**config.mk**
```make
export PLATFORM = sky130hd
export DESIGN_NAME = l1d_tag_stage
export DESIGN_NICKNAME = d
export VERILOG_FILES = /design/src/verilog/l1d_pkg.sv /design/src/verilog/l1d_tag_stage.sv
export VERILOG_INCLUDE_DIRS = /design/src /design/src/verilog
export SDC_FILE = /design/constraint.sdc
export NUM_CORES = 1
export LEC_CHECK = 0
export BUFFER_PORTS_ARGS = -buffer_cell sky130_fd_sc_hd__buf_4
export CORE_MARGIN = 8
export CORE_UTILIZATION = 50
export DETAILED_ROUTE_END_ITERATION = 8
export GPL_TIMING_DRIVEN = 0
export PLACE_DENSITY = 0.65
export SETUP_SLACK_MARGIN = 0.1
export SLEW_MARGIN = 10
export SYNTH_ARGS = -nofsm -noshare
export SYNTH_HDL_FRONTEND = slang
export SYNTH_SLANG_ARGS = --single-unit
```
**constraint.sdc**
```tcl
create_clock -name clk -period 5.9 [get_ports clk]
set_input_delay 0 -clock clk [delete_from_list [all_inputs] [get_ports clk]]
set_output_delay 0 -clock clk [all_outputs]
set_load 0.01 [all_outputs]
```
**src/verilog/l1d_params.svh**
```systemverilog
/*
 * Geometry of the L1 data cache and the widths derived from it
 */
`ifndef L1D_PARAMS_SVH
`define L1D_PARAMS_SVH

`define L1D_WAYS 2
`define L1D_SETS 16
`define L1D_LINE_BYTES 16
`define L1D_ADDR_BITS 32

// Derived widths
`define L1D_SET_BITS $clog2(`L1D_SETS)
`define L1D_OFFSET_BITS $clog2(`L1D_LINE_BYTES)
`define L1D_TAG_BITS (`L1D_ADDR_BITS - `L1D_SET_BITS - `L1D_OFFSET_BITS)
`define L1D_LINE_BITS (`L1D_LINE_BYTES * 8)
`define L1D_LINE_WORDS (`L1D_LINE_BYTES / 4)

`endif
```
**src/verilog/l1d_pkg.sv**
```systemverilog
/*
 * Opcode, status and control register enums, core request and response,
 * and the records passed between tag stage, data stage and bus unit
 */
`include "l1d_params.svh"

package l1d_pkg;
	typedef enum logic [2:0] {
		OP_LOAD_B, OP_LOAD_H, OP_LOAD_W, OP_STORE_B,
		OP_STORE_H, OP_STORE_W, OP_CREG_READ, OP_CREG_WRITE
	} l1d_op_t;

	typedef enum logic {ST_OK, ST_ROLLBACK} l1d_status_t;

	typedef enum logic [1:0] {CREG_ENABLE, CREG_HITS, CREG_MISSES, CREG_STORES} l1d_creg_t;

	typedef logic [`L1D_TAG_BITS - 1:0] l1d_tag_t;
	typedef logic [`L1D_SET_BITS - 1:0] l1d_set_t;
	typedef logic [$clog2(`L1D_WAYS) - 1:0] l1d_way_t;
	typedef logic [`L1D_LINE_BITS - 1:0] l1d_line_t;
	typedef logic [`L1D_ADDR_BITS - `L1D_OFFSET_BITS - 1:0] l1d_line_addr_t;
	typedef logic [`L1D_ADDR_BITS - 3:0] l1d_word_addr_t;

	typedef struct packed {
		logic valid;
		l1d_op_t op;
		logic [`L1D_ADDR_BITS - 1:0] addr;
		logic [31:0] wdata;
	} l1d_req_t;

	typedef struct packed {
		logic valid;
		l1d_status_t status;
		l1d_op_t op;
		logic [31:0] rdata;
	} l1d_rsp_t;

	typedef struct packed {
		l1d_req_t req;
		logic [`L1D_WAYS - 1:0] valid;
		l1d_tag_t [`L1D_WAYS - 1:0] tag;
		l1d_way_t lru_way;
	} l1d_lookup_t;

	typedef struct packed {
		logic tag_we;
		logic data_we;
		l1d_way_t way;
		l1d_set_t set;
		l1d_tag_t tag;
		l1d_line_t data;
		logic [`L1D_LINE_BYTES - 1:0] mask;
	} l1d_line_update_t;

	// Store fields carry the residency seen when the store was accepted
	typedef struct packed {
		logic fill_en;
		l1d_line_addr_t fill_line;
		l1d_way_t fill_way;
		logic store_en;
		l1d_word_addr_t store_addr;
		logic [31:0] store_data;
		logic [3:0] store_sel;
		logic store_hit;
		l1d_way_t store_way;
	} l1d_miss_t;
endpackage

```
**src/verilog/l1d_tag_stage.sv**
```systemverilog
/*
 * Tag stage: tag, valid and LRU arrays, with the first pipeline register
 */
`timescale 1ns/100ps
`include "l1d_params.svh"

module l1d_tag_stage(
	input clk,
	input reset,
	input l1d_pkg::l1d_req_t req,
	input logic lru_update_en,
	input logic lru_update_way,
	input l1d_pkg::l1d_line_update_t update,
	output l1d_pkg::l1d_lookup_t lookup);

	import l1d_pkg::*;

	l1d_tag_t tag_mem[`L1D_WAYS][`L1D_SETS];
	logic [`L1D_WAYS - 1:0] valid_mem[`L1D_SETS];
	logic lru_mem[`L1D_SETS];
	l1d_set_t req_set;
	l1d_set_t lookup_set;
	l1d_lookup_t next_lookup;

	assign req_set = req.addr[`L1D_OFFSET_BITS +: `L1D_SET_BITS];
	// LRU updates refer to the request now in the data stage
	assign lookup_set = lookup.req.addr[`L1D_OFFSET_BITS +: `L1D_SET_BITS];

	always_ff @(posedge clk)
	begin
		if (update.tag_we)
			tag_mem[update.way][update.set] <= update.tag;
	end

	always_ff @(posedge clk, posedge reset)
	begin
		if (reset)
		begin
			valid_mem <= '{default: '0};
			lru_mem <= '{default: 1'b0};
		end
		else
		begin
			if (lru_update_en)
				lru_mem[lookup_set] <= !lru_update_way;

			// A fill overrides a hit on the same set
			if (update.tag_we)
			begin
				valid_mem[update.set][update.way] <= 1'b1;
				lru_mem[update.set] <= !update.way;
			end
		end
	end

	// Bypass an update landing this cycle so the lookup never sees a stale tag
	always_comb
	begin
		next_lookup.req = req;
		for (int w = 0; w < `L1D_WAYS; w++)
		begin
			next_lookup.valid[w] = valid_mem[req_set][w];
			next_lookup.tag[w] = tag_mem[w][req_set];
			if (update.tag_we && update.way == w && update.set == req_set)
			begin
				next_lookup.valid[w] = 1'b1;
				next_lookup.tag[w] = update.tag;
			end
		end

		if (update.tag_we && update.set == req_set)
			next_lookup.lru_way = !update.way;
		else if (lru_update_en && lookup_set == req_set)
			next_lookup.lru_way = !lru_update_way;
		else
			next_lookup.lru_way = lru_mem[req_set];
	end

	always_ff @(posedge clk, posedge reset)
	begin
		if (reset)
			lookup <= '0;
		else
			lookup <= next_lookup;
	end

	// An update always names a known way and set
	assert property (@(posedge clk) disable iff (reset)
		(update.tag_we || update.data_we) |-> !$isunknown({update.way, update.set}));
endmodule

```
==> reports/metrics.yaml <==
hpwl_um: 63190
synth.top_cell.area_share_pct: 65.40
die_h_um: 281.6
cts_setup_buffers: 0
use_met3_pct: 3.698
final_area_um2: 43650
combPwrFrac_pct: 7.9
postSynthNetCount: 1902
cts.clk_slew.worst_paths_ns: 0.06
insertion_delay_ns: 0.64
antenna_left: 0
hp-class: "in -> async"
dieArea_um2: 79280
grt_pass1_vias: 19370
cts.repair.resized: 0
drtIter0Drc: 2084
syn_area_um2: 35260
outcome: "complete, no violations"
worstSetupEndpointType: "register"
slew_headroom_pct: 22.32
num_rows: 97
async_flop_share_pct: 17.86
die_w_um: 281.6
numCtsBuffers: 92
yosys_most_used_dff: "edfxtp_1"
maxCapViolations: 0
synth_seq_cells: 935
grt_usage_pct: 23.42
syn_to_final_growth_pct: 23.79
drive_gt1_share_pct: 35.95
vias: 18880
antenna_found_initial: 1
synth_common_cells: "edfxtp_1 (768), mux4_2 (207), dfrtp_1 (167)"
avgSynthCellArea_um2: 21.31
cellLeakagePower_nw: 15.26
required_ns: 6.42
grt_pass1_wl_um: 134100
use_met2_pct: 39.21
cts_buffer_depth: 3
yosysTopAreaCell: "edfxtp_1"
synth.area.top_cells: "edfxtp_1 (65%), mux4_2 (13%), dfrtp_1 (12%), mux2_2 (1.6%), mux2i_1 (1.4%)"
synth_warnings: 0
pin_count: 366
core_area_um2: 69910
synthDistinctLibCells: 38
fin_ws_ns: 2.668
start_util_pct: 50.44
p_switching_w: 0.003117
drt-total-wl_um: 92740
final-setup-viol-count: 0
firstDrtPassIters: 6
cts.sinks: 935
peakVddDrop_mv: 0.1931
crit_type: "in -> reg"
synth_seq_area_share_pct: 77.25
max_freq_ghz: 0.3094
io_buffers: 219
grt_max_degree: 90
drt-wirelength-per-cell_um: 28.57
synth_most_common_cell: "edfxtp_1"
worst_setup_path_start_kind: "input port"
vias_per_cell: 5.816
critPathArrivalTime_ns: 3.75
drc_errors: 0
crit_fanout: 10
final_hold_viol_count: 0
tns_ns: 0
fin_crit_ns: 3.232
period_share_pct: 54.78
postPlaceCellArea_um2: 39270
cts_tree: "built"
switching_share_pct: 21.79
synth_edf_count: 768
powerDensity_nw_per_um2: 327.8
seq_power_share_pct: 52.0
gp_congestion: 0.8807
worstMarginPinSlew_ns: 1.165
htreeDepth: 3
n_antenna_cell: 0
rsz0062_at_grt: "no"
drv_slew: 0
met1_usage_pct: 32.33
fin_nets: 2477
busiest_layer: "met2"
synth_cells: 1655
overflow: 0
clkPwrFrac_pct: 40.2
p_int_w: 0.01119
place_ws_ns: 2.617
root_buffer: "clkbuf_16"
clock_skew_ns: 0.02451
metal layers:
layer	share of wire, %	vias up
li1	-	7898
met4	1.9	0
met2	50	759
met1	41	10110
met5	0	-
met3	7.1	115
path summary, 6_finish.rpt:
kind,from,endpoint,slack [ns],cells after the start
worst min register to register,valid_mem[18],valid_mem[18],0.46,1
worst min-delay path,reset,valid_mem[2],0.005,3
worst max register to register,lookup[87],lru_mem[3],3.43,7
min in group clk,req[3],lookup[54],0.01,2
worst max-delay path,req[37],lookup[42],2.67,9
max in group asynchronous,reset,lookup[4],5.05,4
critical path: stages:
cell	delay, ns
dlygate4sd3_1	0.53
buf_4	0.10
buf_2	0.35
clkbuf_1	0.66
clkbuf_1	0.87
mux4_2	0.41
mux2i_1	0.35
a21oi_1	0.12
mux2_2	0.33
metrics by stage:
stage	hold WS, ns	std cells	total power, W	util [%]
after floorplan	0.03143	1655	0.008084	-
after global placement	0.1098	2814	0.008560	54.48
after detailed placement	0.1104	2934	0.008607	56.17
after CTS	0.0007930	3246	0.01436	62.44
after global routing	0.004542	3246	0.01470	62.44
final	0.004582	3246	0.01431	62.44
final cells by class:
class	instances	area, µm²
plain buffers	91	407.9
clock buffers	127	2569
clock inverters	43	391.6
fillers	4899	26260
inverters	5	26.28
multi-input cells	624	7772
flip-flops and latches	935	27240
well taps	940	1176
repair buffers	481	4066
flip-flops by register name (all words and copies together) (netlist names):
register,flops
tag_mem,768
valid_mem,32
lru_mem,16
lookup,119
timing repair:
item,CTS,global route
endpoints found under the hold margin,1033,0
endpoints found under the setup margin,0,0
hold buffers,142,0
cell usage in the layout (no fill, tap or decap), drive strengths merged, types with 2 or more instances in the layout:
master | Yosys | final
nor2 | 21 | 21
nor2b | 47 | 47
and2 | 2 | 2
inv | 4 | 7
o21ai | 3 | 3
a211oi | 45 | 45
and3b | 2 | 2
mux2 | 49 | 49
mux4 | 207 | 207
nand2b | 7 | 7
o21bai | 12 | 12
a21oi | 54 | 54
nand3 | 5 | 5
nor3 | 24 | 24
dlygate4sd3 | 0 | 142
nand2 | 22 | 22
or2 | 35 | 35
o22ai | 6 | 6
bufinv | 0 | 6
clkbuf | 44 | 171
xor2 | 6 | 6
dfrtp | 167 | 167
edfxtp | 768 | 768
buf | 47 | 386
clkinv | 1 | 33
nor4 | 19 | 19
clkinvlp | 0 | 2
xnor2 | 2 | 2
mux2i | 48 | 48
cell families after synthesis:
| logic type | Yosys count | synth area share [%] |
|---|---|---|
| xor gates and xnor gates | 8 | 0.1987 |
| buffers and inverters | 96 | 1.210 |
| AOI/OAI and AO/OA | 124 | 2.218 |
| and+or+nand+nor | 188 | 2.973 |
| muxes | 304 | 16.15 |
| DFF | 935 | 77.25 |
power groups by stage:
stage	Combinational (W)	Clock (W)	Sequential, W
floorplan	0.000504	0	0.00758
global placement	0.000997	0	0.00756
detailed placement	0.00104	0	0.00757
CTS	0.00112	0.00581	0.00743
global route	0.00119	0.00606	0.00745
finish	0.00112	0.00575	0.00744
No activity file was read; power rests on OpenSTA's default activity.
