`config.mk`:
```
export PLATFORM = sky130hd
export DESIGN_NAME = l1d_ctrl_regs
export DESIGN_NICKNAME = d
export VERILOG_FILES = /design/src/verilog/l1d_pkg.sv /design/src/verilog/l1d_ctrl_regs.sv
export VERILOG_INCLUDE_DIRS = /design/src /design/src/verilog
export SDC_FILE = /design/constraint.sdc
export NUM_CORES = 1
export LEC_CHECK = 0
export ABC_CLOCK_PERIOD_IN_PS = 3900
export BUFFER_PORTS_ARGS = -buffer_cell sky130_fd_sc_hd__buf_2
export CORE_ASPECT_RATIO = 1.2
export CORE_MARGIN = 5
export CORE_UTILIZATION = 59
export CTS_CLUSTER_SIZE = 25
export DETAILED_ROUTE_END_ITERATION = 16
export PLACE_DENSITY_LB_ADDON = 0.1
export SLEW_MARGIN = 20
export SYNTH_ARGS = -nofsm -noshare
export SYNTH_HDL_FRONTEND = slang
export SYNTH_SLANG_ARGS = --single-unit
```
`constraint.sdc`:
```
create_clock -name clk -period 3.9 [get_ports clk]
set_input_delay 0.78 -clock clk [delete_from_list [all_inputs] [get_ports clk]]
set_output_delay 0.78 -clock clk [all_outputs]
set_load 0.01 [all_outputs]
```
`src/verilog/l1d_params.svh`:
```
/*
 * Geometry of the L1 data cache and the widths derived from it
 */
`ifndef L1D_PARAMS_SVH
`define L1D_PARAMS_SVH

`define L1D_WAYS 2
`define L1D_SETS 16
`define L1D_LINE_BYTES 16
`define L1D_ADDR_BITS 32

// Derived widths
`define L1D_SET_BITS $clog2(`L1D_SETS)
`define L1D_OFFSET_BITS $clog2(`L1D_LINE_BYTES)
`define L1D_TAG_BITS (`L1D_ADDR_BITS - `L1D_SET_BITS - `L1D_OFFSET_BITS)
`define L1D_LINE_BITS (`L1D_LINE_BYTES * 8)
`define L1D_LINE_WORDS (`L1D_LINE_BYTES / 4)

`endif
```
`src/verilog/l1d_pkg.sv`:
```
/*
 * Opcode, status and control register enums, core request and response,
 * and the records passed between tag stage, data stage and bus unit
 */
`include "l1d_params.svh"

package l1d_pkg;
	typedef enum logic [2:0] {
		OP_LOAD_B, OP_LOAD_H, OP_LOAD_W, OP_STORE_B,
		OP_STORE_H, OP_STORE_W, OP_CREG_READ, OP_CREG_WRITE
	} l1d_op_t;

	typedef enum logic {ST_OK, ST_ROLLBACK} l1d_status_t;

	typedef enum logic [1:0] {CREG_ENABLE, CREG_HITS, CREG_MISSES, CREG_STORES} l1d_creg_t;

	typedef logic [`L1D_TAG_BITS - 1:0] l1d_tag_t;
	typedef logic [`L1D_SET_BITS - 1:0] l1d_set_t;
	typedef logic [$clog2(`L1D_WAYS) - 1:0] l1d_way_t;
	typedef logic [`L1D_LINE_BITS - 1:0] l1d_line_t;
	typedef logic [`L1D_ADDR_BITS - `L1D_OFFSET_BITS - 1:0] l1d_line_addr_t;
	typedef logic [`L1D_ADDR_BITS - 3:0] l1d_word_addr_t;

	typedef struct packed {
		logic valid;
		l1d_op_t op;
		logic [`L1D_ADDR_BITS - 1:0] addr;
		logic [31:0] wdata;
	} l1d_req_t;

	typedef struct packed {
		logic valid;
		l1d_status_t status;
		l1d_op_t op;
		logic [31:0] rdata;
	} l1d_rsp_t;

	typedef struct packed {
		l1d_req_t req;
		logic [`L1D_WAYS - 1:0] valid;
		l1d_tag_t [`L1D_WAYS - 1:0] tag;
		l1d_way_t lru_way;
	} l1d_lookup_t;

	typedef struct packed {
		logic tag_we;
		logic data_we;
		l1d_way_t way;
		l1d_set_t set;
		l1d_tag_t tag;
		l1d_line_t data;
		logic [`L1D_LINE_BYTES - 1:0] mask;
	} l1d_line_update_t;

	// Store fields carry the residency seen when the store was accepted
	typedef struct packed {
		logic fill_en;
		l1d_line_addr_t fill_line;
		l1d_way_t fill_way;
		logic store_en;
		l1d_word_addr_t store_addr;
		logic [31:0] store_data;
		logic [3:0] store_sel;
		logic store_hit;
		l1d_way_t store_way;
	} l1d_miss_t;
endpackage

```
`src/verilog/l1d_ctrl_regs.sv`:
```
/*
 * Control registers: cache enable bit and hit, miss and store counters
 */
`timescale 1ns/100ps

module l1d_ctrl_regs(
	input clk,
	input reset,
	input logic creg_we,
	input l1d_pkg::l1d_creg_t creg_index,
	input logic [31:0] creg_wdata,
	input logic hit_event,
	input logic miss_event,
	input logic store_event,
	output logic cache_enable,
	output logic [31:0] creg_rdata);

	import l1d_pkg::*;

	logic [31:0] hit_count;
	logic [31:0] miss_count;
	logic [31:0] store_count;

	always_ff @(posedge clk, posedge reset)
	begin
		if (reset)
		begin
			cache_enable <= 1'b1;
			hit_count <= '0;
			miss_count <= '0;
			store_count <= '0;
		end
		else
		begin
			if (hit_event)
				hit_count <= hit_count + 32'd1;
			if (miss_event)
				miss_count <= miss_count + 32'd1;
			if (store_event)
				store_count <= store_count + 32'd1;

			// Clear beats a same-cycle count
			if (creg_we)
			begin
				case (creg_index)
					CREG_ENABLE: cache_enable <= creg_wdata[0];
					CREG_HITS: hit_count <= '0;
					CREG_MISSES: miss_count <= '0;
					CREG_STORES: store_count <= '0;
				endcase
			end
		end
	end

	always_comb
	begin
		case (creg_index)
			CREG_ENABLE: creg_rdata = {31'd0, cache_enable};
			CREG_HITS: creg_rdata = hit_count;
			CREG_MISSES: creg_rdata = miss_count;
			default: creg_rdata = store_count;
		endcase
	end
endmodule

```
==> results of run 1 <==
state kept, by name (all words and copies together), names as in the netlist:
register      flops
cache_enable      1
hit_count        32
miss_count       32
store_count      32
layer usage:
layer	part of all wire, %	vias to the layer above	routed length (um)	track usage (%)
met2	49	135	6981	39.26
met4	1.9	0	277	8.593
met3	4.2	20	607	2.946
met5	0	-	0	0
li1	-	2412	-	-
met1	45	2522	6510	36.38
through the flow:
step	area (sq um)	instances	power (mW)	setup WS, ns
after floorplan	5803	622	1.375	0.5879
after global placement	6080	756	1.450	0.8177
after detailed placement	6080	756	1.467	0.8124
after CTS	6374	772	2.333	0.8105
after global routing	6374	772	2.426	0.6830
final	6374	772	2.318	0.8051
cells in the final DEF, fill, tap and decap left out, drive strengths merged, types with 18 or more instances in the layout:
cell type / instances
buf: 50
o21ai: 18
nand4: 27
a21oi: 49
dfrtp: 96
nand3: 33
nand2: 42
a22o: 31
nor2: 43
xnor2: 19
o31ai: 33
mux2: 29
or4: 39
worst max path at each step:
stage	endpoint	startpoint	slack [ns]
after global placement	creg_rdata[22]	creg_index[0]	0.82
after floorplan	hit_count[0]$_DFF_PP0_	reset	0.59
final	creg_rdata[16]	creg_index[0]	0.81
after CTS	creg_rdata[16]	creg_index[0]	0.81
after global routing	creg_rdata[16]	creg_index[0]	0.68
after detailed placement	creg_rdata[22]	creg_index[0]	0.81
critical path, delay by kind of cell:
kind / cells / cell delay [ns]
buf+inv: 3 / 1.03
compound gates: 1 / 0.20
simple gates: 1 / 0.29
area by class of cell:
type,count,area share (%)
Clock buffer,14,4.456
Clock inverter,2,0.1570
Inverter,15,0.9227
Multi-Input combinational cell,471,49.67
Sequential cell,97,38.10
Tap cell,123,2.415
Timing Repair Buffer,50,4.280
cell families after synthesis:
logic type      share of synthesized area [%]
buf+inv                                 3.687
mux                                     7.223
flops                                   41.85
compound gates                          16.39
simple gates                            25.08
fa+ha+maj                              0.6469
xor+xnor                                5.132
power by group:
group | internal [mW] | switching, mW
registers | 1.07 | 0.100
clock network | 0.501 | 0.367
logic | 0.122 | 0.158
total | 1.69 | 0.625
==> out/results.txt, run 1 <==
status = completed
Filler cells = 795
leakage power = 2.664 nW
Port Buf Inserts = 41
Post-synth top cells = dfrtp_1 (96), a21oi_1 (48), nor2_1 (43)
initial antenna violation count = 0
H-tree depth = 3
max_cap viols = 0
Final Hold Viols = 0
crit path max-delay cell type = buf_2
IR drop worst, VDD = 0.0002948 V
slew margin rel. = 41.68%
critical-path cell list = buf_2, nor2b_2, buf_4, a22o_1, buf_2
Netlist cell types = 47
DRT iter0 DRCs = 399
FF+latch count, synth = 97
Worst EP arrival = 2.31 ns
Reg2Reg Depth = 5
multi-input logic area = 3166 sq um
FF-to-FF Start = store_count[0]$_DFF_PP0_
count of final setup violators = 0
Final Skew = 0.005898 ns
Clock transition at path regs = 0.06 ns
wire per inst = 18.62 um
Area Overhead vs Synth = 9.832%
unrepaired setup endpoints after global routing = false
GRT overflow = 0
Root Buffer = clkbuf_16
post-synth top area share = 41.40%
Worst Setup End Kind = output port
cell repeated most along the worst path = buf_2
Max Root-Sink Buffers = 2
Tot GR Track Use = 25.18%
Ports = 73
# resized after CTS = 0
Tmin final = 3.095 ns
count leader, synth = dfrtp_1
nets = 687
share of the yosys chip area belonging to registers = 41.85%
via count = 5089
first-pass GRT wire length = 24320 um
remaining antenna violation count = 0
vias per inst = 6.592
max-slew violation count = 0
starting density of the core = 60.68%
Synth Net Count = 665
Syn Std Cell Area = 5803 sq um
R2R setup slack = 1.47 ns
DRC = 0
die span in y = 118.6 um
Synth Flop Type = dfrtp_1
min-delay src = store_count[31]$_DFF_PP0_
Worst path max stage delay = 0.66 ns
Synth area leader = dfrtp_1
hold_buf cts = 0
Min-Delay Path Depth = 2
asr flop ratio synth = 100.0%
worst slew pin tran = 0.8747 ns
Max FO, Critical Path = 42
clock sinks = 97
largest net degree at the start of global routing = 67
r2r endpoint = store_count[18]$_DFF_PP0_
Post-Syn Area per Cell = 9.330 sq um
layout cells sized above 1 = 16.80%
drt total wl = 14380 um
Die ar. = 11930 sq um
Setup CP Type = input pin to output port
Core Box Area = 9564 sq um
# rows = 39
post-route setup TNS = 0 ns
Max Freq = 323.1 MHz
Mapped Cells = 622
Setup Buffers After CTS = 0
Placer Congestion = 0.8696
Post-DP HPWL = 10090 um
Final Cycle Share = 79.36%
vias in the first global route = 4889
WP data required = 3.12 ns
HP Class = register to register
number of antenna diodes = 0
Syn. warnings = 0
startpoint types = input pin
Num CTS Buffers = 9
synth top area cells = dfrtp_1 (41%), mux2_2 (5.6%), or4_1 (4.8%)
die width = 100.5 um
number of synthesized flops with an enable pin = 0
worst hold slack = 0.5475 ns
CTS tree = done
Final Core Density = 66.64%
storage element area = 2429 sq um
Hold EP = store_count[31]$_DFF_PP0_
Worst-Skew Late Latency = 0.34 ns
pwr/cell area = 363.7 nW/um^2
drt pass-1 iters = 5
Note: power is estimated with default switching activity, not from simulation.
==> inputs of run 2 (changes only) <==
--- a/config.mk
+++ b/config.mk
@@ -6,7 +6,8 @@
 export SDC_FILE = /design/constraint.sdc
 export NUM_CORES = 1
 export LEC_CHECK = 0
-export ABC_CLOCK_PERIOD_IN_PS = 3900
+export ABC_AREA = 1
+export ABC_CLOCK_PERIOD_IN_PS = 3060
 export BUFFER_PORTS_ARGS = -buffer_cell sky130_fd_sc_hd__buf_2
 export CORE_ASPECT_RATIO = 1.2
 export CORE_MARGIN = 5
==> constraint.sdc (replaced) <==
create_clock -name clk -period 3.06 [get_ports clk]
set_input_delay 0.612 -clock clk [delete_from_list [all_inputs] [get_ports clk]]
set_output_delay 0.612 -clock clk [all_outputs]
set_load 0.01 [all_outputs]
==> run 2 against run 1 <==
Effect of this change: non-clock buffer count decreased by 6; clock-buffer cell count decreased by 5; sequential cell count unchanged; sequential share of layout area decreased by 3.7 points; final area increased by 11%; clock skew increased by 0.0054 ns.
==> out/results.txt, run 2 <==
Netlist cell types = 40
Tmin final = 2.523 ns
Psw = 0.8218 mW
combinational group share of total power = 10.5%
Max Freq = 396.4 MHz
WL met2 = 8597 um
Ports = 73
max_cap viols = 0
Adder-Cell Fraction of Synth Area = 0.5929%
Setup CP Type = input pin to output port
r2r endpoint = store_count[24]$_DFF_PP0_
starting density of the core = 60.20%
Port Buf Inserts = 41
Clock power frac = 45.2%
# resized after CTS = 0
Worst Setup End Kind = output port
xor and xnor area share after synthesis = 2.213%
Syn. warnings = 0
Die ar. = 12910 sq um
Sw Share = 25.27%
drt total wl = 17440 um
Max FO, Critical Path = 26
DRT iter0 DRCs = 359
Worst EP arrival = 1.91 ns
# rows = 41
Post-DP HPWL = 13430 um
H-tree depth = 3
FF+latch count, synth = 97
leakage power = 3.199 nW
remaining antenna violation count = 0
Setup Buffers After CTS = 0
Top Registers = hit_count (32), miss_count (32), store_count (32)
worst slew pin tran = 0.6462 ns
via count = 6014
register share of total power = 44.3%
Crit path max-delay family = buffers and inverters
largest net degree at the start of global routing = 70
Synth Net Count = 932
hold_buf cts = 0
Final Core Density = 67.10%
slew margin rel. = 56.83%
post-synth top area share = 37.94%
Placer Congestion = 0.9237
number of antenna diodes = 0
die width = 104.6 um
nets = 974
Buf/Inv on CP = 3
R2R setup slack = 1.38 ns
DRC = 0
first-pass GRT wire length = 28790 um
startpoint types = input pin
mux contribution to synthesized area = 0.1779%
post-synthesis compound-gate area fraction = 10.38%
Post-synth top cells = nand2_1 (233), nor2_1 (138), inv_1 (110)
Final Skew = 0.01134 ns
Num CTS Buffers = 9
Root Buffer = clkbuf_16
Syn Std Cell Area = 6331 sq um
post-route setup TNS = 0 ns
cell repeated most along the worst path = buf_2
most frequent cells in the layout = nand2_1 (233), nor2_1 (138), inv_1 (109)
FF-to-FF Start = store_count[0]$_DFF_PP0_
wire length on met1 = 7006 um
initial antenna violation count = 0
HP Class = input pin to async pin
vias in the first global route = 5812
Area Overhead vs Synth = 11.46%
Tot GR Track Use = 28.25%
Clock transition at path regs = 0.07 ns
crit path max-delay cell type = inv_1
IR drop worst, VDD = 0.0002967 V
share of the yosys chip area belonging to registers = 38.36%
CTS tree = done
unrepaired setup endpoints after global routing = false
drt pass-1 iters = 5
synth top area cells = dfrtp_1 (38%), nand2_1 (14%), nor2_1 (8.2%)
Max Root-Sink Buffers = 2
Worst-Skew Late Latency = 0.35 ns
layout cells sized above 1 = 13.89%
die span in y = 123.5 um
number of synthesized flops with an enable pin = 0
main combinational cell family by area after synthesis = simple AND/OR/NAND/NOR gates
critical-path cell list = buf_2, nand2_2, inv_1, nand2_1, o211ai_1, buf_2
Final Hold Viols = 0
GRT overflow = 0
post-layout power = 3.252 mW
pwr/cell area = 460.9 nW/um^2
commonest non-fill, non-tap cell in the layout = nand2_1
clock sinks = 97
Reg2Reg Depth = 8
Synth area leader = dfrtp_1
count leader, synth = nand2_1
Core Box Area = 10520 sq um
Worst Setup SP = creg_index[0]
Post-Syn Area per Cell = 7.122 sq um
Pint = 2.430 mW
area fraction in and, or, nand and nor cells after synthesis = 40.04%
count of final setup violators = 0
wire per inst = 16.38 um
DR top layer = met4
status = completed
vias per inst = 5.647
Worst path max stage delay = 0.42 ns
Synth Flop Type = dfrtp_1
Mapped Cells = 889
Final Cycle Share = 82.44%
max-slew violation count = 0
met3 WL = 1169 um
asr flop ratio synth = 100.0%
WP data required = 2.45 ns
## run 2: cell count changes after synthesis, sizes merged, moves of 13 or more
cell and change:
nor4 -13, inv +105, and4 -14, a22o -31, xnor2 -16, o31ai -33
nor2 +130, o221ai +20, nand2 +200, or4 -39, mux2 -28, nand3 +34
clkbuf -23
## run 2: stage by stage
stage / cells / hold WS [ns] / instance area, sq um / setup slack, ns
finish: 1065 / 0.3418 / 7057 / 0.5374
global route: 1065 / 0.3914 / 7057 / 0.4541
CTS: 1065 / 0.3637 / 7057 / 0.5613
detailed placement: 1049 / 0.5162 / 6665 / 0.5621
global placement: 1049 / 0.5087 / 6665 / 0.5967
floorplan: 889 / 0.4861 / 6335 / 1.083
## run 2: layout make-up
| type | count | area (sq um) |
|---|---|---|
| clock buffers | 9 | 225.2 |
| fillers | 914 | 3460 |
| well taps | 129 | 161.4 |
| flip-flops and latches | 97 | 2429 |
| multi-input cells | 659 | 3381 |
| repair buffers | 44 | 240.2 |
| inverters | 120 | 454.2 |
| clock inverters | 7 | 166.4 |
## run 2: power groups by stage
stage	combinational (mW)	clock, mW	sequential (mW)
6_report	0.341	1.47	1.44
5_1_grt	0.380	1.55	1.45
4_1_cts	0.344	1.49	1.44
3_5_place_dp	0.342	0	1.46
3_3_place_gp	0.332	0	1.46
2_1_floorplan	0.247	0	1.44
## run 2: how the worst max path moves through the flow
stage | endpoint | slack (ns) | depth (start not counted)
6_report | creg_rdata[6] | 0.54 | 6
5_1_grt | creg_rdata[2] | 0.45 | 6
4_1_cts | creg_rdata[6] | 0.56 | 6
3_5_place_dp | creg_rdata[6] | 0.56 | 6
3_3_place_gp | creg_rdata[6] | 0.60 | 6
2_1_floorplan | creg_rdata[11] | 1.08 | 5
## run 2: worst register-to-register path: cells and delay by family (launching register included)
| family | cells | cell delay, ns |
|---|---|---|
| flip-flops | 1 | 0.44 |
| AND/OR/NAND/NOR | 7 | 0.91 |
| adder cells (fa/ha/maj) | 1 | 0.22 |
## run 2: metal layers
layer  up-vias  global-route usage (%)
met1      2825                   34.98
met5         -                       0
met3        34                   4.282
met2       206                   48.49
met4         0                   13.60
li1       2949                       -
## run 2: cells by family (layout without fill, tap and decap cells)
kind of cell	Yosys count	after routing
compound gates	107	107
fa+ha+maj	3	3
xor+xnor	16	16
flops	97	97
mux	1	1
buf+inv	133	180
simple gates	532	532
