**src/verilog/l1d_params.svh**
```systemverilog
/*
 * Geometry of the L1 data cache and the widths derived from it
 */
`ifndef L1D_PARAMS_SVH
`define L1D_PARAMS_SVH

`define L1D_WAYS 2
`define L1D_SETS 16
`define L1D_LINE_BYTES 16
`define L1D_ADDR_BITS 32

// Derived widths
`define L1D_SET_BITS $clog2(`L1D_SETS)
`define L1D_OFFSET_BITS $clog2(`L1D_LINE_BYTES)
`define L1D_TAG_BITS (`L1D_ADDR_BITS - `L1D_SET_BITS - `L1D_OFFSET_BITS)
`define L1D_LINE_BITS (`L1D_LINE_BYTES * 8)
`define L1D_LINE_WORDS (`L1D_LINE_BYTES / 4)

`endif
```
**src/verilog/l1d_pkg.sv**
```systemverilog
/*
 * Opcode, status and control register enums, core request and response,
 * and the records passed between tag stage, data stage and bus unit
 */
`include "l1d_params.svh"

package l1d_pkg;
	typedef enum logic [2:0] {
		OP_LOAD_B, OP_LOAD_H, OP_LOAD_W, OP_STORE_B,
		OP_STORE_H, OP_STORE_W, OP_CREG_READ, OP_CREG_WRITE
	} l1d_op_t;

	typedef enum logic {ST_OK, ST_ROLLBACK} l1d_status_t;

	typedef enum logic [1:0] {CREG_ENABLE, CREG_HITS, CREG_MISSES, CREG_STORES} l1d_creg_t;

	typedef logic [`L1D_TAG_BITS - 1:0] l1d_tag_t;
	typedef logic [`L1D_SET_BITS - 1:0] l1d_set_t;
	typedef logic [$clog2(`L1D_WAYS) - 1:0] l1d_way_t;
	typedef logic [`L1D_LINE_BITS - 1:0] l1d_line_t;
	typedef logic [`L1D_ADDR_BITS - `L1D_OFFSET_BITS - 1:0] l1d_line_addr_t;
	typedef logic [`L1D_ADDR_BITS - 3:0] l1d_word_addr_t;

	typedef struct packed {
		logic valid;
		l1d_op_t op;
		logic [`L1D_ADDR_BITS - 1:0] addr;
		logic [31:0] wdata;
	} l1d_req_t;

	typedef struct packed {
		logic valid;
		l1d_status_t status;
		l1d_op_t op;
		logic [31:0] rdata;
	} l1d_rsp_t;

	typedef struct packed {
		l1d_req_t req;
		logic [`L1D_WAYS - 1:0] valid;
		l1d_tag_t [`L1D_WAYS - 1:0] tag;
		l1d_way_t lru_way;
	} l1d_lookup_t;

	typedef struct packed {
		logic tag_we;
		logic data_we;
		l1d_way_t way;
		l1d_set_t set;
		l1d_tag_t tag;
		l1d_line_t data;
		logic [`L1D_LINE_BYTES - 1:0] mask;
	} l1d_line_update_t;

	// Store fields carry the residency seen when the store was accepted
	typedef struct packed {
		logic fill_en;
		l1d_line_addr_t fill_line;
		l1d_way_t fill_way;
		logic store_en;
		l1d_word_addr_t store_addr;
		logic [31:0] store_data;
		logic [3:0] store_sel;
		logic store_hit;
		l1d_way_t store_way;
	} l1d_miss_t;
endpackage

```
**src/verilog/l1d_bus_unit.sv**
```systemverilog
/*
 * Wishbone classic master: four-beat line fills, one-entry write-through
 * store buffer, and the tag and data updates for the arrays
 */
`timescale 1ns/100ps
`include "l1d_params.svh"

module l1d_bus_unit(
	input clk,
	input reset,
	input l1d_pkg::l1d_miss_t miss,
	output logic fill_busy,
	output logic store_full,
	output l1d_pkg::l1d_line_update_t update,
	output logic wb_cyc,
	output logic wb_stb,
	output logic wb_we,
	output logic [31:0] wb_adr,
	output logic [3:0] wb_sel,
	output logic [31:0] wb_dat_w,
	input logic [31:0] wb_dat_r,
	input logic wb_ack);

	import l1d_pkg::*;

	typedef enum logic [1:0] {IDLE, FILL, STORE} bus_state_t;

	bus_state_t state;
	logic [$clog2(`L1D_LINE_WORDS) - 1:0] beat;
	logic fill_done;
	l1d_line_addr_t fill_line;
	l1d_way_t fill_way;
	l1d_set_t fill_set;
	l1d_tag_t fill_tag;
	l1d_line_t fill_buf;
	l1d_line_t fill_data;
	l1d_word_addr_t st_addr;
	logic [31:0] st_data;
	logic [3:0] st_sel;
	logic st_hit;
	l1d_way_t st_way;
	l1d_set_t st_set;
	l1d_tag_t st_tag;
	logic [`L1D_OFFSET_BITS - 3:0] st_word;
	logic [`L1D_LINE_BYTES - 1:0] st_line_mask;

	assign fill_set = fill_line[`L1D_SET_BITS - 1:0];
	assign fill_tag = fill_line[$bits(fill_line) - 1 -: `L1D_TAG_BITS];
	assign st_set = st_addr[`L1D_OFFSET_BITS - 2 +: `L1D_SET_BITS];
	assign st_tag = st_addr[$bits(st_addr) - 1 -: `L1D_TAG_BITS];
	assign st_word = st_addr[`L1D_OFFSET_BITS - 3:0];
	assign st_line_mask = {{(`L1D_LINE_BYTES - 4){1'b0}}, st_sel} << (st_word * 4);
	assign fill_done = state == FILL && wb_ack && &beat;

	assign wb_cyc = state != IDLE;
	assign wb_stb = state != IDLE;
	assign wb_we = state == STORE;
	assign wb_adr = (state == FILL) ? {fill_line, beat, 2'b00} : {st_addr, 2'b00};
	assign wb_sel = (state == FILL) ? 4'b1111 : st_sel;
	assign wb_dat_w = st_data;

	// Current beat merged into the words collected so far
	always_comb
	begin
		fill_data = fill_buf;
		fill_data[beat * 32 +: 32] = wb_dat_r;
	end

	always_ff @(posedge clk, posedge reset)
	begin
		if (reset)
		begin
			state <= IDLE;
			beat <= '0;
			fill_busy <= 1'b0;
			store_full <= 1'b0;
			update <= '0;
		end
		else
		begin
			update.tag_we <= 1'b0;
			update.data_we <= 1'b0;
			if (miss.fill_en)
				fill_busy <= 1'b1;
			if (miss.store_en)
				store_full <= 1'b1;

			case (state)
				IDLE:
				begin
					// Fills go ahead of a waiting store
					if (fill_busy)
						state <= FILL;
					else if (store_full)
						state <= STORE;
				end

				FILL:
				begin
					if (wb_ack)
						beat <= beat + 1'b1;
					if (fill_done)
					begin
						state <= IDLE;
						fill_busy <= 1'b0;
						update <= '{tag_we: 1'b1, data_we: 1'b1, way: fill_way, set: fill_set,
							tag: fill_tag, data: fill_data, mask: '1};
					end
				end

				default:
				begin
					if (wb_ack)
					begin
						state <= IDLE;
						store_full <= 1'b0;
						update <= '{tag_we: 1'b0, data_we: st_hit, way: st_way, set: st_set,
							tag: st_tag, data: {`L1D_LINE_WORDS{st_data}}, mask: st_line_mask};
					end
				end
			endcase
		end
	end

	always_ff @(posedge clk)
	begin
		if (miss.fill_en)
		begin
			fill_line <= miss.fill_line;
			fill_way <= miss.fill_way;
		end
		if (state == FILL && wb_ack)
			fill_buf <= fill_data;

		if (miss.store_en)
		begin
			st_addr <= miss.store_addr;
			st_data <= miss.store_data;
			st_sel <= miss.store_sel;
			st_hit <= miss.store_hit;
			st_way <= miss.store_way;
		end
		else if (fill_done && store_full && fill_set == st_set
			&& (fill_way == st_way || fill_tag == st_tag))
		begin
			// Fill evicted the buffered line or brought it in
			st_hit <= fill_tag == st_tag;
			st_way <= fill_way;
		end
	end

	// A beat holds its address and direction until ack
	assert property (@(posedge clk) disable iff (reset)
		wb_stb && !wb_ack |=> wb_stb && $stable(wb_adr) && $stable(wb_we));
endmodule

```
**config.mk**
```make
export PLATFORM = sky130hd
export DESIGN_NAME = l1d_bus_unit
export DESIGN_NICKNAME = d
export VERILOG_FILES = /design/src/verilog/l1d_pkg.sv /design/src/verilog/l1d_bus_unit.sv
export VERILOG_INCLUDE_DIRS = /design/src /design/src/verilog
export SDC_FILE = /design/constraint.sdc
export NUM_CORES = 1
export LEC_CHECK = 0
export BUFFER_PORTS_ARGS = -buffer_cell sky130_fd_sc_hd__buf_4
export CAP_MARGIN = 20
export CORE_ASPECT_RATIO = 0.75
export CORE_MARGIN = 2
export CORE_UTILIZATION = 45
export DETAILED_ROUTE_END_ITERATION = 7
export GPL_TIMING_DRIVEN = 0
export PLACE_DENSITY = 0.78
export SLEW_MARGIN = 15
export SYNTH_ARGS = -nofsm -noshare
export SYNTH_HDL_FRONTEND = slang
export SYNTH_SLANG_ARGS = --single-unit
```
**constraint.sdc**
```tcl
create_clock -name clk -period 6.5 [get_ports clk]
set_clock_uncertainty 0.15 [all_clocks]
set_input_delay 0.325 -clock clk [delete_from_list [all_inputs] [get_ports clk]]
set_output_delay 0.325 -clock clk [all_outputs]
set_load 0.02 [all_outputs]
```
==> flow_metrics.tcl, run 1 <==
set metrics [dict create \
    synth.distinct_cells 44 \
    layout.cells.non_filler 2124 \
    status "complete, no violations" \
    min_path_type "in2reg" \
    grt_overflow 0 \
    p_total_mw 10.65 \
    fillers 2355 \
    synthTopCellsByArea "edfxtp_1 (39%), dfrtp_1 (30%), a221o_1 (7.1%), inv_1 (3.3%), mux2_2 (2.2%)" \
    antenna_found_initial 1 \
    p_leak_nw 9.698 \
    placed_area_sq_mm 0.01861 \
    yosysTopAreaCell "edfxtp_1" \
    gp_congestion 0.8617 \
    hold_depth 1 \
    rsz0062_at_grt "no" \
    syn_avg_cell_area_sq_um 13.87 \
    path_clk_slew_ns 0.07 \
    route.detailed.drc 0 \
    crit_type "reg2out" \
    reg2reg_depth 8 \
    slew_headroom_pct 23.46 \
    dp_slack_ns 3.494 \
    synth_seq_cells 377 \
    avgRoutedWirePerCell_um 24.76 \
    grt_max_degree 92 \
    postRouteAntennaNets 0 \
    period_share_pct 48.28 \
    drive_above_1_share_pct 30.78 \
    syn_area_sq_mm 0.01513 \
    crit_required_ns 6.02 \
    worst_slew_pin_slew_ns 1.148 \
    drt_iter0_drc 1333 \
    worst_slack_ns 3.362 \
    cts_buffer_depth 3 \
    dpl.hpwl_um 34230 \
    die_area_sq_mm 0.03512 \
    numClockSinks 377 \
    root_buffer "clkbuf_16" \
    slew_viol_final 0 \
    yosysSeqAreaShare_pct 68.84 \
    coreArea_sq_mm 0.03331 \
    grt_pass1_wl_um 77620 \
    layout.nets 1782 \
    cts_tree "built" \
    arrival_ns 2.66 \
    first_pass_iters 8 \
    p_per_area_mw_per_mm2 500.5 \
    synth_cells 1091 \
    dp_cells 1923 \
    yosysWarnings 0 \
    die_h_um 162.8 \
    die_w_um 215.7 \
    ios 382 \
    async_reset_ff_share_pct 48.01 \
    critPathMaxFanout 10 \
    post-cts-setup-buffers 0 \
    num_rows 58 \
    synthDominantCellAreaShare_pct 38.90 \
    clk_latency_ns 0.53 \
    numCtsBuffers 38 \
    start_kind "flop" \
    h-tree-depth 2 \
    end_kind "output pin" \
    ys.flop_type "edfxtp_1" \
    routed-via-count 12289 \
    final_design_area_no_fill_sq_mm 0.02128 \
    peakVddDrop_uv 309.0 \
    area_growth_pct 40.67 \
    start_util_pct 45.42 \
    setup_violations 0 \
    grt_pass1_vias 12475 \
    max_cap_violations 0 \
    fin_setup_tns_ns 0 \
    max_freq_mhz 318.6 \
    finalWirelength_um 52590 \
    period_needed_ns 3.138 \
    synth-edff-count 196 \
    vias_per_cell 5.786 \
    hold_violations 0 \
    ctsResizeCount 0 \
    port_buffers 379 \
    track_usage_pct 29.25 \
]
-- placed cells by master, fill, tap and decap left out, types with 30 or more instances in the layout --
cell	synthesis	final
edfxtp_1	196	196
a22o_1	35	35
and3_1	34	34
buf_4	6	385
a221o_1	108	108
dlygate4sd3_1	0	130
clkbuf_16	0	44
nand2_1	48	48
mux2_2	30	30
dfrtp_1	181	181
o21ai_0	38	38
clkbuf_1	42	51
a21oi_1	35	35
inv_1	133	131
-- cells by family after synthesis --
logic type,synth area share (%)
adders and majority gates,0.4135
other,0.02479
muxes,2.299
xor gates and xnor gates,1.737
DFF,68.84
buffers and inverters,5.864
and+or+nand+nor,4.276
AOI/OAI and AO/OA,16.54
-- worst paths after layout --
kind | slack [ns] | start | to
max | 3.36 | state[0] | wb_adr[30]
min | 0.13 | miss[98] | fill_line[5]
max reg2reg | 3.48 | beat[0] | st_hit
min reg2reg | 0.30 | st_hit | update[173]
max in group asynchronous | 4.91 | reset | update[57]
min in group asynchronous | 0.34 | reset | update[13]
-- critical path, cell delays in order, from the launching register on --
cell      delay, ns
dfrtp_1        0.39
nor2b_1        0.19
buf_2          0.30
clkbuf_1       0.62
mux2_2         0.46
buf_4          0.17
-- per-stage QoR --
| stage | hold WS [ns] | utilization [%] |
|---|---|---|
| final | 0.1303 | 63.89 |
| after detailed placement | 0.2919 | 55.86 |
| after global placement | 0.2789 | 55.66 |
| after floorplan | 0.2729 | - |
| after global routing | 0.1101 | 63.89 |
| after CTS | 0.1001 | 63.88 |
-- registers in the layout (all words and copies together), names as in the netlist --
name        cells
update        175
fill_buf       99
fill_line      28
st_hit          1
state           2
st_addr        30
beat            2
st_sel          4
wb_dat_w       32
fill_busy       1
store_full      1
st_way          1
fill_way        1
-- power by group --
| group | total [mW] | internal [mW] | switching, mW |
|---|---|---|---|
| clock network | 2.39 | 1.43 | 0.957 |
| logic | 4.28 | 1.77 | 2.50 |
| registers | 3.99 | 3.52 | 0.465 |
-- cells in the mapped netlist (all sizes together) (5+ instances only) --
cell type / n
a22o: 35
mux2: 30
nand2: 48
o21ai: 66
clkbuf: 42
a221o: 108
buf: 39
a21oi: 35
edfxtp: 196
nor4: 6
a222oi: 29
xor2: 28
ha: 5
and3: 34
a2bb2oi: 29
nand3: 8
dfrtp: 181
nor2: 7
inv: 133
-- per-layer routing --
layer	vias to the layer above	track usage (%)	wire length, um	part of all wire, %
li1	5227	-	-	-
met1	6066	39.14	20490	39
met3	134	6.592	5562	11
met4	0	11.82	1999	3.8
met2	862	46.64	24530	47
met5	-	0	0	0
-- timing repair --
| item | in CTS | in global routing |
|---|---|---|
| hold buffers | 130 | 0 |
| setup endpoints to repair | 0 | 0 |
| endpoints found under the hold margin | 274 | 0 |
-- layout make-up --
type                       instances  area, sq um  area share [%]
antenna                            1        2.502         0.01176
buffer                            81        387.9           1.823
clock buffer                      60         1231           5.786
clock inverter                    10        137.6          0.6468
inverter                         133        511.7           2.405
multi-input combinational        501         3830           18.00
sequential                       377        10420           48.94
tap                              450        563.0           2.646
timing repair buffer             511         4202           19.74
Note: power is estimated with default switching activity, not from simulation.
==> inputs of run 2 (changes only) <==
--- a/config.mk
+++ b/config.mk
@@ -13,7 +13,7 @@
 export CORE_UTILIZATION = 45
 export DETAILED_ROUTE_END_ITERATION = 7
 export GPL_TIMING_DRIVEN = 0
-export PLACE_DENSITY = 0.78
+export PLACE_DENSITY = 0.81
 export SLEW_MARGIN = 15
 export SYNTH_ARGS = -nofsm -noshare
 export SYNTH_HDL_FRONTEND = slang
==> constraint.sdc (replaced) <==
create_clock -name clk -period 2.7 [get_ports clk]
set_clock_uncertainty 0.15 [all_clocks]
set_input_delay 0.135 -clock clk [delete_from_list [all_inputs] [get_ports clk]]
set_output_delay 0.135 -clock clk [all_outputs]
set_load 0.02 [all_outputs]
==> run 2 against run 1 <==
Net effect:
- first-iteration DRC count rose by 9.6%
- die area stayed put
- sequential share of layout area shrank 0.33 points
- global-route usage up 0.48 points
- final cell count up 0.42%
- count of clock-buffer cells in the layout down 9
==> flow_metrics.tcl, run 2 (synthesis gave the netlist of run 1 again) <==
set metrics [dict create \
    finalWirelength_um 53200 \
    rsz0062_at_grt "no" \
    first_pass_iters 8 \
    start_util_pct 45.42 \
    drive_above_1_share_pct 31.75 \
    worst_slew_pin_slew_ns 0.8672 \
    gp_congestion 0.8684 \
    crit_required_ns 2.81 \
    track_usage_pct 29.73 \
    post-cts-setup-buffers 0 \
    clk_latency_ns 0.54 \
    root_buffer "clkbuf_16" \
    clock_power_share_pct 21.6 \
    dp_cells 1929 \
    setup_violations 0 \
    route.detailed.drc 0 \
    crit_type "in2reg" \
    layout_common_cells "buf_4 (388), edfxtp_1 (196), dfrtp_1 (180)" \
    p_leak_nw 9.749 \
    die_area_sq_mm 0.03512 \
    grt_pass1_wl_um 79020 \
    fin_util_pct 64.33 \
    antenna_found_initial 3 \
    status "complete, no violations" \
    period_share_pct 96.63 \
    h-tree-depth 2 \
    max_freq_mhz 383.3 \
    area_growth_pct 41.65 \
    switching_share_pct 37.21 \
    layout.nets 1791 \
    hold_violations 0 \
    slew_viol_final 0 \
    grt_pass1_vias 12740 \
    fin_setup_tns_ns 0 \
    final_common_cell "buf_4" \
    numClockSinks 377 \
    min_path_type "in2async" \
    coreArea_sq_mm 0.03331 \
    port_buffers 379 \
    largest_reg_flops 175 \
    end_kind "flop" \
    critPathMaxFanout 37 \
    p_int_mw 16.04 \
    vias_per_cell 5.841 \
    placed_area_sq_mm 0.01874 \
    period_needed_ns 2.609 \
    final_design_area_no_fill_sq_mm 0.02143 \
    die_h_um 162.8 \
    ios 382 \
    numCtsBuffers 38 \
    grt_overflow 0 \
    routed-via-count 12458 \
    start_kind "input port" \
    p_sw_mw 9.506 \
    p_seq_share_pct 37.7 \
    num_rows 58 \
    drt_iter0_drc 1461 \
    peakVddDrop_uv 811.3 \
    top_register "update" \
    avgRoutedWirePerCell_um 24.94 \
    max_cap_violations 0 \
    p_per_area_mw_per_mm2 1192 \
    die_w_um 215.7 \
    arrival_ns 2.72 \
    cts_tree "built" \
    p_total_mw 25.54 \
    cts_buffer_depth 3 \
    dpl.hpwl_um 34780 \
    postRouteAntennaNets 0 \
    slew_headroom_pct 42.18 \
    grt_max_degree 72 \
    power_frac_comb_pct 40.7 \
    path_clk_slew_ns 0.06 \
    layout.cells.non_filler 2133 \
]
run 2: layout make-up:
| type | instances | area (sq um) |
|---|---|---|
| diodes | 1 | 2.502 |
| plain buffers | 80 | 402.9 |
| clock buffers | 51 | 1124 |
| clock inverters | 19 | 182.7 |
| fillers | 2339 | 11880 |
| inverters | 133 | 506.7 |
| multi-input cells | 501 | 3860 |
| flip-flops and latches | 377 | 10420 |
| well taps | 450 | 563.0 |
| repair buffers | 521 | 4372 |
run 2: worst max-delay path: stages:
cell and delay, ns:
dlygate4sd3_1 0.57, buf_4 0.16, buf_2 0.19, clkbuf_1 0.29, nand2_4 0.16, clkinvlp_4 0.69, buf_12 0.47
run 2: timing repair:
action	in CTS	in global routing
hold endpoints to repair	380	31
setup endpoints to repair	37	58
resized for setup	5	8
hold buffers	132	1
run 2: metal layers:
layer / wire length, um / up-vias / share of wire (%) / track usage [%]
li1: - / 5242 / - / -
met1: 20310 / 6164 / 38 / 38.61
met2: 25240 / 911 / 47 / 48.39
met3: 5562 / 139 / 10 / 7.227
met4: 2076 / 2 / 3.9 / 11.97
met5: 13 / - / 0.024 / 0
run 2: metrics by stage:
| stage | hold WS, ns | setup slack (ns) |
|---|---|---|
| after floorplan | 0.08387 | -0.01395 |
| after global placement | 0.1636 | -1.256 |
| after detailed placement | 0.1438 | -0.3206 |
| after CTS | 0.1379 | 0.02202 |
| after global routing | 0.1517 | 0.002937 |
| final | 0.1371 | 0.09087 |
run 2: power groups by stage:
stage	clock, mW	combinational [mW]	sequential, mW
3_5_place_dp	0	10.0	9.64
5_1_grt	5.80	11.0	9.79
3_3_place_gp	0	9.67	9.61
4_1_cts	5.53	10.2	9.57
6_report	5.52	10.4	9.63
2_1_floorplan	0	4.55	10.7
run 2: final timing paths:
check / startpoint / to / slack (ns) / cells past startpoint
worst min register to register: st_hit / update[173] / 0.31 / 2
max in group asynchronous: reset / update[123] / 1.21 / 6
min in group clk: miss[30] / wb_dat_w[24] / 0.17 / 2
worst max register to register: beat[1] / st_way / 0.09 / 8
worst max-delay path: wb_ack / fill_buf[18] / 0.09 / 7
worst min-delay path: reset / update[147] / 0.14 / 3
